## src/verilog/stepper_pkg.sv

```systemverilog
package stepper_pkg;

  // bus words and addresses
  typedef logic [31:0] word_t;
  typedef logic [31:0] bus_addr_t;

  // register index, offset from PERIPH_BASE in words
  typedef logic [3:0] reg_sel_t;

  localparam bus_addr_t PERIPH_BASE = 32'h1000_0000;
  localparam int PERIPH_WORDS = 10;

  localparam reg_sel_t REG_LED           = 4'd0;
  localparam reg_sel_t REG_SPI_OUT_UP    = 4'd1;
  localparam reg_sel_t REG_SPI_OUT_LOW   = 4'd2;
  localparam reg_sel_t REG_SPI_IN_UP     = 4'd3;
  localparam reg_sel_t REG_SPI_IN_LOW    = 4'd4;
  localparam reg_sel_t REG_SPI_CONFIG    = 4'd5;
  localparam reg_sel_t REG_SPI_STATUS    = 4'd6;
  localparam reg_sel_t REG_STEP_CTRL_UP  = 4'd7;
  localparam reg_sel_t REG_STEP_CTRL_LOW = 4'd8;
  localparam reg_sel_t REG_STEP_STATUS   = 4'd9;
  localparam reg_sel_t REG_NONE          = 4'd15;

  // slots of the writable register array
  localparam int CTRL_WORDS     = 6;
  localparam int CW_LED         = 0;
  localparam int CW_SPI_OUT_UP  = 1;
  localparam int CW_SPI_OUT_LOW = 2;
  localparam int CW_SPI_CONFIG  = 3;
  localparam int CW_STEP_UP     = 4;
  localparam int CW_STEP_LOW    = 5;

  // spi master
  localparam int SPI_BITS     = 40;
  localparam int SPI_CS_COUNT = 12;
  localparam int SPI_CLK_DIV  = 4;
  typedef logic [SPI_BITS-1:0] spi_frame_t;
  typedef logic [3:0] cs_sel_t;
  typedef logic [SPI_CS_COUNT-1:0] cs_lines_t;

  // step generator
  typedef logic [30:0] step_count_t;

  typedef enum logic [1:0] {spi_idle, spi_shift, spi_finish} spi_state_t;
  typedef enum logic [1:0] {step_idle, step_high, step_low} step_state_t;

endpackage

```

## src/verilog/reg_bus_if.sv

```systemverilog
`timescale 1ns/10ps

// one decoded register access from the bus decoder
interface reg_bus_if;

  stepper_pkg::reg_sel_t sel;
  logic write_stb;
  logic read_stb;
  stepper_pkg::word_t wdata;

  modport decoder (
    output sel,
    output write_stb,
    output read_stb,
    output wdata
  );

  // register file only needs the write side
  modport regs (
    input sel,
    input write_stb,
    input wdata
  );

  modport reader (
    input sel,
    input read_stb
  );

endinterface

```

## src/verilog/bus_decode.sv

```systemverilog
`timescale 1ns/10ps

module bus_decode (
  input  logic                   clk_in,
  input  logic                   reset,
  input  logic                   mem_valid,
  input  stepper_pkg::bus_addr_t mem_addr,
  input  stepper_pkg::word_t     mem_wdata,
  input  logic [3:0]             mem_wstrb,
  output logic                   mem_ready,
  reg_bus_if.decoder             bus
);

  logic                   busy;
  logic                   mapped;
  logic                   accept;
  stepper_pkg::bus_addr_t offset;
  stepper_pkg::reg_sel_t  addr_sel;

  // range check against the peripheral window
  assign offset = mem_addr - stepper_pkg::PERIPH_BASE;
  assign mapped = (mem_addr >= stepper_pkg::PERIPH_BASE) &&
                  (offset < stepper_pkg::bus_addr_t'(stepper_pkg::PERIPH_WORDS * 4));
  assign addr_sel = mapped ? stepper_pkg::reg_sel_t'(offset[5:2]) : stepper_pkg::REG_NONE;

  // first cycle of a request not yet served
  assign accept = mem_valid && !busy;

  always_ff @(posedge clk_in) begin
    if (reset) begin
      busy          <= 1'b0;
      mem_ready     <= 1'b0;
      bus.sel       <= stepper_pkg::REG_NONE;
      bus.write_stb <= 1'b0;
      bus.read_stb  <= 1'b0;
    end else begin
      // strobes are single cycle, ready follows one cycle later
      bus.write_stb <= 1'b0;
      bus.read_stb  <= 1'b0;
      mem_ready     <= bus.write_stb | bus.read_stb;
      if (!mem_valid) begin
        busy <= 1'b0;
      end else if (accept) begin
        busy          <= 1'b1;
        bus.sel       <= addr_sel;
        bus.write_stb <= |mem_wstrb;
        bus.read_stb  <= ~|mem_wstrb;
      end
    end
  end

  // full word writes only
  always_ff @(posedge clk_in) begin
    if (accept) begin
      bus.wdata <= mem_wdata;
    end
  end

endmodule

```

## src/verilog/ctrl_regs.sv

```systemverilog
`timescale 1ns/10ps

module ctrl_regs (
  input  logic                     clk_in,
  input  logic                     reset,
  reg_bus_if.regs                  bus,
  output logic [3:0]               led,
  output stepper_pkg::spi_frame_t  spi_out,
  output logic                     spi_send,
  output stepper_pkg::cs_sel_t     spi_cs_sel,
  output stepper_pkg::word_t       step_half_period,
  output stepper_pkg::step_count_t step_count,
  output logic                     step_enable,
  output stepper_pkg::word_t       ctrl_words [stepper_pkg::CTRL_WORDS]
);

  stepper_pkg::word_t regs_q [stepper_pkg::CTRL_WORDS];

  always_ff @(posedge clk_in) begin
    if (reset) begin
      for (int i = 0; i < stepper_pkg::CTRL_WORDS; i++) begin
        regs_q[i] <= '0;
      end
    end else if (bus.write_stb) begin
      // read-only and unmapped selects fall through
      case (bus.sel)
        stepper_pkg::REG_LED:
          regs_q[stepper_pkg::CW_LED] <= bus.wdata;
        stepper_pkg::REG_SPI_OUT_UP:
          regs_q[stepper_pkg::CW_SPI_OUT_UP] <= bus.wdata;
        stepper_pkg::REG_SPI_OUT_LOW:
          regs_q[stepper_pkg::CW_SPI_OUT_LOW] <= bus.wdata;
        stepper_pkg::REG_SPI_CONFIG:
          regs_q[stepper_pkg::CW_SPI_CONFIG] <= bus.wdata;
        stepper_pkg::REG_STEP_CTRL_UP:
          regs_q[stepper_pkg::CW_STEP_UP] <= bus.wdata;
        stepper_pkg::REG_STEP_CTRL_LOW:
          regs_q[stepper_pkg::CW_STEP_LOW] <= bus.wdata;
        default: ;
      endcase
    end
  end

  assign led = regs_q[stepper_pkg::CW_LED][3:0];

  // 40-bit frame, upper byte from the upper register
  assign spi_out = {regs_q[stepper_pkg::CW_SPI_OUT_UP][7:0],
                    regs_q[stepper_pkg::CW_SPI_OUT_LOW]};

  // config: 4:1 chip select, 0 send
  assign spi_send   = regs_q[stepper_pkg::CW_SPI_CONFIG][0];
  assign spi_cs_sel = regs_q[stepper_pkg::CW_SPI_CONFIG][4:1];

  // control lower: 31:1 pulse count, 0 enable
  assign step_half_period = regs_q[stepper_pkg::CW_STEP_UP];
  assign step_count       = regs_q[stepper_pkg::CW_STEP_LOW][31:1];
  assign step_enable      = regs_q[stepper_pkg::CW_STEP_LOW][0];

  assign ctrl_words = regs_q;

endmodule

```

## src/verilog/spi_master.sv

```systemverilog
`timescale 1ns/10ps

module spi_master (
  input  logic                    clk_in,
  input  logic                    reset,
  input  stepper_pkg::spi_frame_t data_in,
  input  logic                    send,
  input  stepper_pkg::cs_sel_t    cs_sel,
  input  logic                    miso,
  output logic                    sck,
  output logic                    mosi,
  output stepper_pkg::cs_lines_t  cs_n,
  output logic                    ready,
  output stepper_pkg::spi_frame_t data_out
);

  localparam int BIT_W = $clog2(stepper_pkg::SPI_BITS);
  localparam int DIV_W = $clog2(stepper_pkg::SPI_CLK_DIV);

  stepper_pkg::spi_state_t state;
  stepper_pkg::spi_frame_t tx_shift;
  stepper_pkg::spi_frame_t rx_shift;
  logic [BIT_W-1:0]        bit_cnt;
  logic [DIV_W-1:0]        div_cnt;
  logic                    send_q;
  logic                    start;
  logic                    half_done;

  assign start     = send && !send_q && ready;
  assign half_done = (div_cnt == DIV_W'(stepper_pkg::SPI_CLK_DIV - 1));

  always_ff @(posedge clk_in) begin
    if (reset) begin
      state    <= stepper_pkg::spi_idle;
      send_q   <= 1'b0;
      sck      <= 1'b0;
      mosi     <= 1'b0;
      cs_n     <= '1;
      ready    <= 1'b1;
      bit_cnt  <= '0;
      div_cnt  <= '0;
      data_out <= '0;
    end else begin
      send_q <= send;
      case (state)
        stepper_pkg::spi_idle: begin
          if (start) begin
            ready   <= 1'b0;
            bit_cnt <= '0;
            div_cnt <= '0;
            mosi    <= data_in[stepper_pkg::SPI_BITS-1];
            // selections past the last line keep all lines high
            if (cs_sel < stepper_pkg::SPI_CS_COUNT) begin
              cs_n <= ~(stepper_pkg::cs_lines_t'(1) << cs_sel);
            end
            state <= stepper_pkg::spi_shift;
          end
        end
        stepper_pkg::spi_shift: begin
          if (!half_done) begin
            div_cnt <= div_cnt + 1'b1;
          end else begin
            div_cnt <= '0;
            if (!sck) begin
              // sample on the rising sck edge
              sck <= 1'b1;
            end else begin
              sck <= 1'b0;
              if (bit_cnt == BIT_W'(stepper_pkg::SPI_BITS - 1)) begin
                state <= stepper_pkg::spi_finish;
              end else begin
                bit_cnt <= bit_cnt + 1'b1;
                mosi    <= tx_shift[stepper_pkg::SPI_BITS-2];
              end
            end
          end
        end
        stepper_pkg::spi_finish: begin
          cs_n     <= '1;
          mosi     <= 1'b0;
          data_out <= rx_shift;
          ready    <= 1'b1;
          state    <= stepper_pkg::spi_idle;
        end
        default: state <= stepper_pkg::spi_idle;
      endcase
    end
  end

  // shift registers, msb first
  always_ff @(posedge clk_in) begin
    if (start) begin
      tx_shift <= data_in;
    end else if (state == stepper_pkg::spi_shift && half_done) begin
      if (!sck) begin
        rx_shift <= {rx_shift[stepper_pkg::SPI_BITS-2:0], miso};
      end else begin
        tx_shift <= {tx_shift[stepper_pkg::SPI_BITS-2:0], 1'b0};
      end
    end
  end

endmodule

```

## src/verilog/step_generator.sv

```systemverilog
`timescale 1ns/10ps

module step_generator (
  input  logic                     clk_in,
  input  logic                     reset,
  input  logic                     enable,
  input  stepper_pkg::word_t       half_period,
  input  stepper_pkg::step_count_t count,
  output logic                     step,
  output logic                     done
);

  stepper_pkg::step_state_t state;
  stepper_pkg::step_count_t remaining;
  stepper_pkg::word_t       period;
  stepper_pkg::word_t       cyc;
  logic                     enable_q;
  logic                     phase_end;

  assign phase_end = (cyc == period - 1'b1);

  always_ff @(posedge clk_in) begin
    if (reset) begin
      state     <= stepper_pkg::step_idle;
      enable_q  <= 1'b0;
      step      <= 1'b0;
      done      <= 1'b0;
      remaining <= '0;
      period    <= 32'd1;
      cyc       <= '0;
    end else begin
      enable_q <= enable;
      case (state)
        stepper_pkg::step_idle: begin
          // new run only on a rising enable
          if (enable && !enable_q) begin
            remaining <= count;
            period    <= (half_period == '0) ? 32'd1 : half_period;
            cyc       <= '0;
            if (count == '0) begin
              done <= 1'b1;
            end else begin
              done  <= 1'b0;
              step  <= 1'b1;
              state <= stepper_pkg::step_high;
            end
          end
        end
        stepper_pkg::step_high: begin
          if (phase_end) begin
            cyc   <= '0;
            step  <= 1'b0;
            state <= stepper_pkg::step_low;
          end else begin
            cyc <= cyc + 1'b1;
          end
        end
        stepper_pkg::step_low: begin
          if (!phase_end) begin
            cyc <= cyc + 1'b1;
          end else if (remaining == stepper_pkg::step_count_t'(1)) begin
            done  <= 1'b1;
            state <= stepper_pkg::step_idle;
          end else begin
            cyc       <= '0;
            remaining <= remaining - 1'b1;
            step      <= 1'b1;
            state     <= stepper_pkg::step_high;
          end
        end
        default: state <= stepper_pkg::step_idle;
      endcase
    end
  end

endmodule

```

## src/verilog/read_return.sv

```systemverilog
`timescale 1ns/10ps

module read_return (
  input  logic                    clk_in,
  input  logic                    reset,
  reg_bus_if.reader               bus,
  input  stepper_pkg::word_t      ctrl_words [stepper_pkg::CTRL_WORDS],
  input  stepper_pkg::spi_frame_t spi_in,
  input  logic                    spi_ready,
  input  logic                    step_done,
  output stepper_pkg::word_t      mem_rdata
);

  // rdata lines up with mem_ready, zero otherwise
  always_ff @(posedge clk_in) begin
    if (reset) begin
      mem_rdata <= '0;
    end else if (bus.read_stb) begin
      case (bus.sel)
        stepper_pkg::REG_LED:
          mem_rdata <= ctrl_words[stepper_pkg::CW_LED];
        stepper_pkg::REG_SPI_OUT_UP:
          mem_rdata <= ctrl_words[stepper_pkg::CW_SPI_OUT_UP];
        stepper_pkg::REG_SPI_OUT_LOW:
          mem_rdata <= ctrl_words[stepper_pkg::CW_SPI_OUT_LOW];
        stepper_pkg::REG_SPI_IN_UP:
          mem_rdata <= stepper_pkg::word_t'(spi_in[stepper_pkg::SPI_BITS-1:32]);
        stepper_pkg::REG_SPI_IN_LOW:
          mem_rdata <= spi_in[31:0];
        stepper_pkg::REG_SPI_CONFIG:
          mem_rdata <= ctrl_words[stepper_pkg::CW_SPI_CONFIG];
        stepper_pkg::REG_SPI_STATUS:
          mem_rdata <= stepper_pkg::word_t'(spi_ready);
        stepper_pkg::REG_STEP_CTRL_UP:
          mem_rdata <= ctrl_words[stepper_pkg::CW_STEP_UP];
        stepper_pkg::REG_STEP_CTRL_LOW:
          mem_rdata <= ctrl_words[stepper_pkg::CW_STEP_LOW];
        stepper_pkg::REG_STEP_STATUS:
          mem_rdata <= stepper_pkg::word_t'(step_done);
        default:
          mem_rdata <= '0;
      endcase
    end else begin
      mem_rdata <= '0;
    end
  end

endmodule

```

## src/verilog/stepper_io.sv

```systemverilog
`timescale 1ns/10ps

module stepper_io (
  input  logic                   clk_in,
  input  logic                   reset,
  input  logic                   mem_valid,
  input  stepper_pkg::bus_addr_t mem_addr,
  input  stepper_pkg::word_t     mem_wdata,
  input  logic [3:0]             mem_wstrb,
  output stepper_pkg::word_t     mem_rdata,
  output logic                   mem_ready,
  output logic [3:0]             led,
  input  logic                   spi_miso,
  output logic                   spi_sck,
  output logic                   spi_mosi,
  output stepper_pkg::cs_lines_t spi_cs_n,
  output logic                   step
);

  stepper_pkg::spi_frame_t  spi_out;
  stepper_pkg::spi_frame_t  spi_in;
  stepper_pkg::cs_sel_t     spi_cs_sel;
  stepper_pkg::word_t       step_half_period;
  stepper_pkg::step_count_t step_count;
  stepper_pkg::word_t       ctrl_words [stepper_pkg::CTRL_WORDS];
  logic                     spi_send;
  logic                     spi_ready;
  logic                     step_enable;
  logic                     step_done;

  reg_bus_if reg_bus ();

  // decode
  bus_decode i_bus_decode (
    .clk_in   (clk_in),
    .reset    (reset),
    .mem_valid(mem_valid),
    .mem_addr (mem_addr),
    .mem_wdata(mem_wdata),
    .mem_wstrb(mem_wstrb),
    .mem_ready(mem_ready),
    .bus      (reg_bus)
  );

  // execute
  ctrl_regs i_ctrl_regs (
    .clk_in          (clk_in),
    .reset           (reset),
    .bus             (reg_bus),
    .led             (led),
    .spi_out         (spi_out),
    .spi_send        (spi_send),
    .spi_cs_sel      (spi_cs_sel),
    .step_half_period(step_half_period),
    .step_count      (step_count),
    .step_enable     (step_enable),
    .ctrl_words      (ctrl_words)
  );

  spi_master i_spi_master (
    .clk_in  (clk_in),
    .reset   (reset),
    .data_in (spi_out),
    .send    (spi_send),
    .cs_sel  (spi_cs_sel),
    .miso    (spi_miso),
    .sck     (spi_sck),
    .mosi    (spi_mosi),
    .cs_n    (spi_cs_n),
    .ready   (spi_ready),
    .data_out(spi_in)
  );

  step_generator i_step_generator (
    .clk_in     (clk_in),
    .reset      (reset),
    .enable     (step_enable),
    .half_period(step_half_period),
    .count      (step_count),
    .step       (step),
    .done       (step_done)
  );

  // result
  read_return i_read_return (
    .clk_in    (clk_in),
    .reset     (reset),
    .bus       (reg_bus),
    .ctrl_words(ctrl_words),
    .spi_in    (spi_in),
    .spi_ready (spi_ready),
    .step_done (step_done),
    .mem_rdata (mem_rdata)
  );

endmodule

```

## config.mk

```make
export PLATFORM = sky130hd
export DESIGN_NAME = stepper_io
export DESIGN_NICKNAME = d
export VERILOG_FILES = /design/src/verilog/stepper_pkg.sv /design/src/verilog/reg_bus_if.sv /design/src/verilog/bus_decode.sv /design/src/verilog/ctrl_regs.sv /design/src/verilog/spi_master.sv /design/src/verilog/step_generator.sv /design/src/verilog/read_return.sv /design/src/verilog/stepper_io.sv
export SDC_FILE = /design/constraint.sdc
export NUM_CORES = 1
export LEC_CHECK = 0
export ABC_AREA = 1
export BUFFER_PORTS_ARGS = -buffer_cell sky130_fd_sc_hd__buf_2
export CAP_MARGIN = 20
export CORE_MARGIN = 2
export CORE_UTILIZATION = 55
export CTS_CLUSTER_DIAMETER = 200
export CTS_CLUSTER_SIZE = 8
export DETAILED_ROUTE_END_ITERATION = 8
export PLACE_DENSITY_LB_ADDON = 0.05
export SETUP_SLACK_MARGIN = 0.05
export SLEW_MARGIN = 20
export SYNTH_ARGS = -nofsm -noshare
export SYNTH_HDL_FRONTEND = slang
export SYNTH_SLANG_ARGS = --single-unit
```

## constraint.sdc

```tcl
create_clock -name clk_in -period 11.9 [get_ports clk_in]
set_input_delay 0.595 -clock clk_in [delete_from_list [all_inputs] [get_ports clk_in]]
set_output_delay 0.595 -clock clk_in [all_outputs]
set_load 0.02 [all_outputs]
```

==> results.sh <==
export IMPL_outcome="completed"
export IMPL_ys_async_sr_fraction_pct=0
export IMPL_io_pins=124
export IMPL_worst_slew_pin_slew_ns=1.21
export IMPL_post_dp_cell_area_um2=23500
export IMPL_io_buffers=121
export IMPL_p_total_mw=3.87
export IMPL_r2r_start="i_spi_master.state[0]"
export IMPL_clock_sinks=509
export IMPL_layout_commonest_cell="nand2_1"
export IMPL_pwr_density_cell_nw_per_um2=151
export IMPL_nNetsFinal=3039
export IMPL_synth_edf_count=111
export IMPL_hold_slack_ns=0.152
export IMPL_place_hpwl_mm=47.6
export IMPL_skew_ns=0.0233
export IMPL_synthCells=2886
export IMPL_drtAntennaViolNets=0
export IMPL_syn_num_nets=2973
export IMPL_worstSetupStartpoint="i_spi_master.state[0]"
export IMPL_cp_start_kind="flop"
export IMPL_crit_slowest_cell="clkinv_2"
export IMPL_start_util_pct=55.5
export IMPL_clock_fmax_mhz=277
export IMPL_syn_avg_cell_area_um2=7.84
export IMPL_grt_pass1_vias=18891
export IMPL_hold_class="primary input to flop"
export IMPL_layout_min_cycle_time_ns=3.61
export IMPL_syn_area_um2=22600
export IMPL_critPathCaptureType="flop"
export IMPL_critical_path_max_fanout=67
export IMPL_syn2layout_area_growth_pct=13.5
export IMPL_drc=0
export IMPL_timing_rr_end="i_spi_master.cs_n[1]"
export IMPL_post_cts_setup_buffers=0
export IMPL_fp_row_count=74
export IMPL_routedWlPerCell_um=19.9
export IMPL_die_w_um=207
export IMPL_r2r_worst_path_cells=8
export IMPL_hold_viol_final=0
export IMPL_crit_cells=8
export IMPL_final_cell_mix="nand2_1, dfxtp_1, a21oi_1"
export IMPL_routed_via_count=20548
export IMPL_final_area_um2=25700
export IMPL_drt_iter0_drc=2458
export IMPL_r2r_slack_ns=8.29
export IMPL_layout_worst_path_cycle_share_pct=30.3
export IMPL_required_ns=12.46
export IMPL_die_area_um2=42800
export IMPL_postCtsResizedCells=0
export IMPL_synth_seq_cells=509
export IMPL_core_um2=40700
export IMPL_rsz0062_at_grt="false"
export IMPL_critical_path_max_stage_delay_ns=1.02
export IMPL_grt_pass1_wl_mm=107
export IMPL_setup_viol_count_final=0
export IMPL_ys_warn_count=0
export IMPL_clk_path_buf_depth=3
export IMPL_root_buffer="clkbuf_16"
export IMPL_max_cap_viol_count=0
export IMPL_ir_worst_vdd_v=0.000122
export IMPL_htree_levels=3
export IMPL_criticalPathCategory="flop to flop"
export IMPL_endpoint="i_spi_master.cs_n[1]"
export IMPL_maxSlewViolCount=0
export IMPL_routed_wl_mm=70.2
export IMPL_track_usage_pct=32.8
export IMPL_cp_cell_sequence="inv_1 > ha_1 > clkinv_2 > o21ai_0 > nand2_1 > inv_1 > o21ai_0 > nand2_1"
export IMPL_finalSetupTns_ns=0
export IMPL_numCtsBuffers=73
export IMPL_cts_hold_buf=0
export IMPL_die_y_um=207
export IMPL_worstPathArrival_ns=4.17
export IMPL_ys_flop_type="dfxtp_1"
export IMPL_final_layout_size_suffix_gt1_share_pct=9.86
export IMPL_leakage_nw=9.86
export IMPL_routed_via_density=5.82
export IMPL_globalRouteOverflowTotal=0
export IMPL_slew_headroom_pct=17.2
export IMPL_drt_pre_antenna_iters=6
export IMPL_grt_max_degree=111
export IMPL_synth_cell_types=46
export IMPL_insertion_delay_ns=0.62
export IMPL_gp_congestion=0.946
export IMPL_cts_tree="built"
export IMPL_path_clk_slew_ns=0.05
export IMPL_ys_seq_area_share_pct=50.0
export IMPL_cp_buffers_inverters=3
export IMPL_cpLargestDelayFamily="buffers and inverters"
export IMPL_antenna_found_initial=4
==> Yosys cell counts, drive strengths merged, types with 2 or more instances <==
master | instances | area share (%)
dfxtp | 398 | 35
o32ai | 2 | 0.077
clkbuf | 133 | 2.2
and2 | 5 | 0.14
nor2 | 294 | 5.3
clkinv | 6 | 0.10
a21oi | 354 | 7.8
nand3b | 10 | 0.33
o21bai | 3 | 0.10
a2111oi | 12 | 0.46
edfxtp | 111 | 15
buf | 23 | 0.70
nand2 | 428 | 7.2
o211ai | 4 | 0.13
xor2 | 42 | 1.6
nor3 | 34 | 0.77
nor4 | 22 | 0.61
nand3 | 105 | 2.4
nand4 | 57 | 1.6
xnor2 | 13 | 0.50
o21ai | 354 | 7.8
ha | 15 | 0.83
a221oi | 22 | 0.85
a31oi | 8 | 0.22
or2 | 4 | 0.11
o22ai | 75 | 2.1
inv | 345 | 5.7
==> report_power, final <==
group	switching (mW)	internal [mW]
clock	0.783	1.16
combinational	0.0835	0.0365
sequential	0.0244	1.78
total	0.891	2.98
==> registers in the layout, indices dropped and copies added (netlist names), 2 cells and up <==
signal	count
i_bus_decode.bus.sel	4
i_bus_decode.bus.wdata	32
i_ctrl_regs.ctrl_words	160
i_ctrl_regs.step_half_period	32
i_read_return.mem_rdata	32
i_spi_master.bit_cnt	6
i_spi_master.cs_n	12
i_spi_master.data_out	40
i_spi_master.div_cnt	2
i_spi_master.rx_shift	40
i_spi_master.state	2
i_spi_master.tx_shift	39
i_step_generator.cyc	32
i_step_generator.period	32
i_step_generator.remaining	31
i_step_generator.state	2
==> kinds of logic (layout without fill, tap and decap cells) <==
| logic type | Yosys count | count (layout) | synth area share (%) |
|---|---|---|---|
| and+or+nand+nor | 962 | 962 | 18.6 |
| buffers and inverters | 507 | 614 | 8.74 |
| adders and majority gates | 15 | 15 | 0.830 |
| xor gates and xnor gates | 55 | 55 | 2.13 |
| AOI/OAI and AO/OA | 838 | 838 | 19.7 |
| DFF | 509 | 509 | 50.0 |
| other | 0 | 3 | 0 |
==> metal layers <==
| metal | track usage (%) | wire length (um) |
|---|---|---|
| met1 | 44.1 | 29500 |
| met3 | 7.72 | 6810 |
| met5 | 0 | 0 |
| met2 | 52.3 | 32000 |
| met4 | 11.0 | 1810 |
==> through the flow <==
| stage | instances | worst slack (ns) | utilization (%) |
|---|---|---|---|
| 6_report | 3528 | 8.29 | 63.0 |
| 5_1_grt | 3525 | 7.96 | 63.0 |
| 4_1_cts | 3522 | 8.02 | 62.8 |
| 3_5_place_dp | 3406 | 8.10 | 57.6 |
| 3_3_place_gp | 3406 | 8.18 | 57.6 |
| 2_1_floorplan | 2886 | 7.90 | - |
==> how the worst min path moves through the flow <==
stage / endpoint / slack, ns / cells after the start / from
4_1_cts: i_bus_decode.bus.wdata[5] / 0.13 / 1 / mem_wdata[5]
3_3_place_gp: i_spi_master.rx_shift[28] / 0.42 / 0 / i_spi_master.rx_shift[27]
5_1_grt: i_bus_decode.bus.wdata[12] / 0.14 / 1 / mem_wdata[12]
3_5_place_dp: i_spi_master.rx_shift[19] / 0.43 / 0 / i_spi_master.rx_shift[18]
6_report: i_bus_decode.bus.wdata[5] / 0.15 / 1 / mem_wdata[5]
2_1_floorplan: i_spi_master.rx_shift[13] / 0.42 / 0 / i_spi_master.rx_shift[12]
==> layout make-up <==
type,count,area [um2]
Antenna cell,3,7.51
Multi-Input combinational cell,1870,9390
Timing Repair Buffer,147,856
Sequential cell,509,11300
Clock buffer,110,2010
Inverter,351,1320
Tap cell,532,666
Fill cell,3629,15100
Clock inverter,6,121
Power figures use the tool's default switching activity.
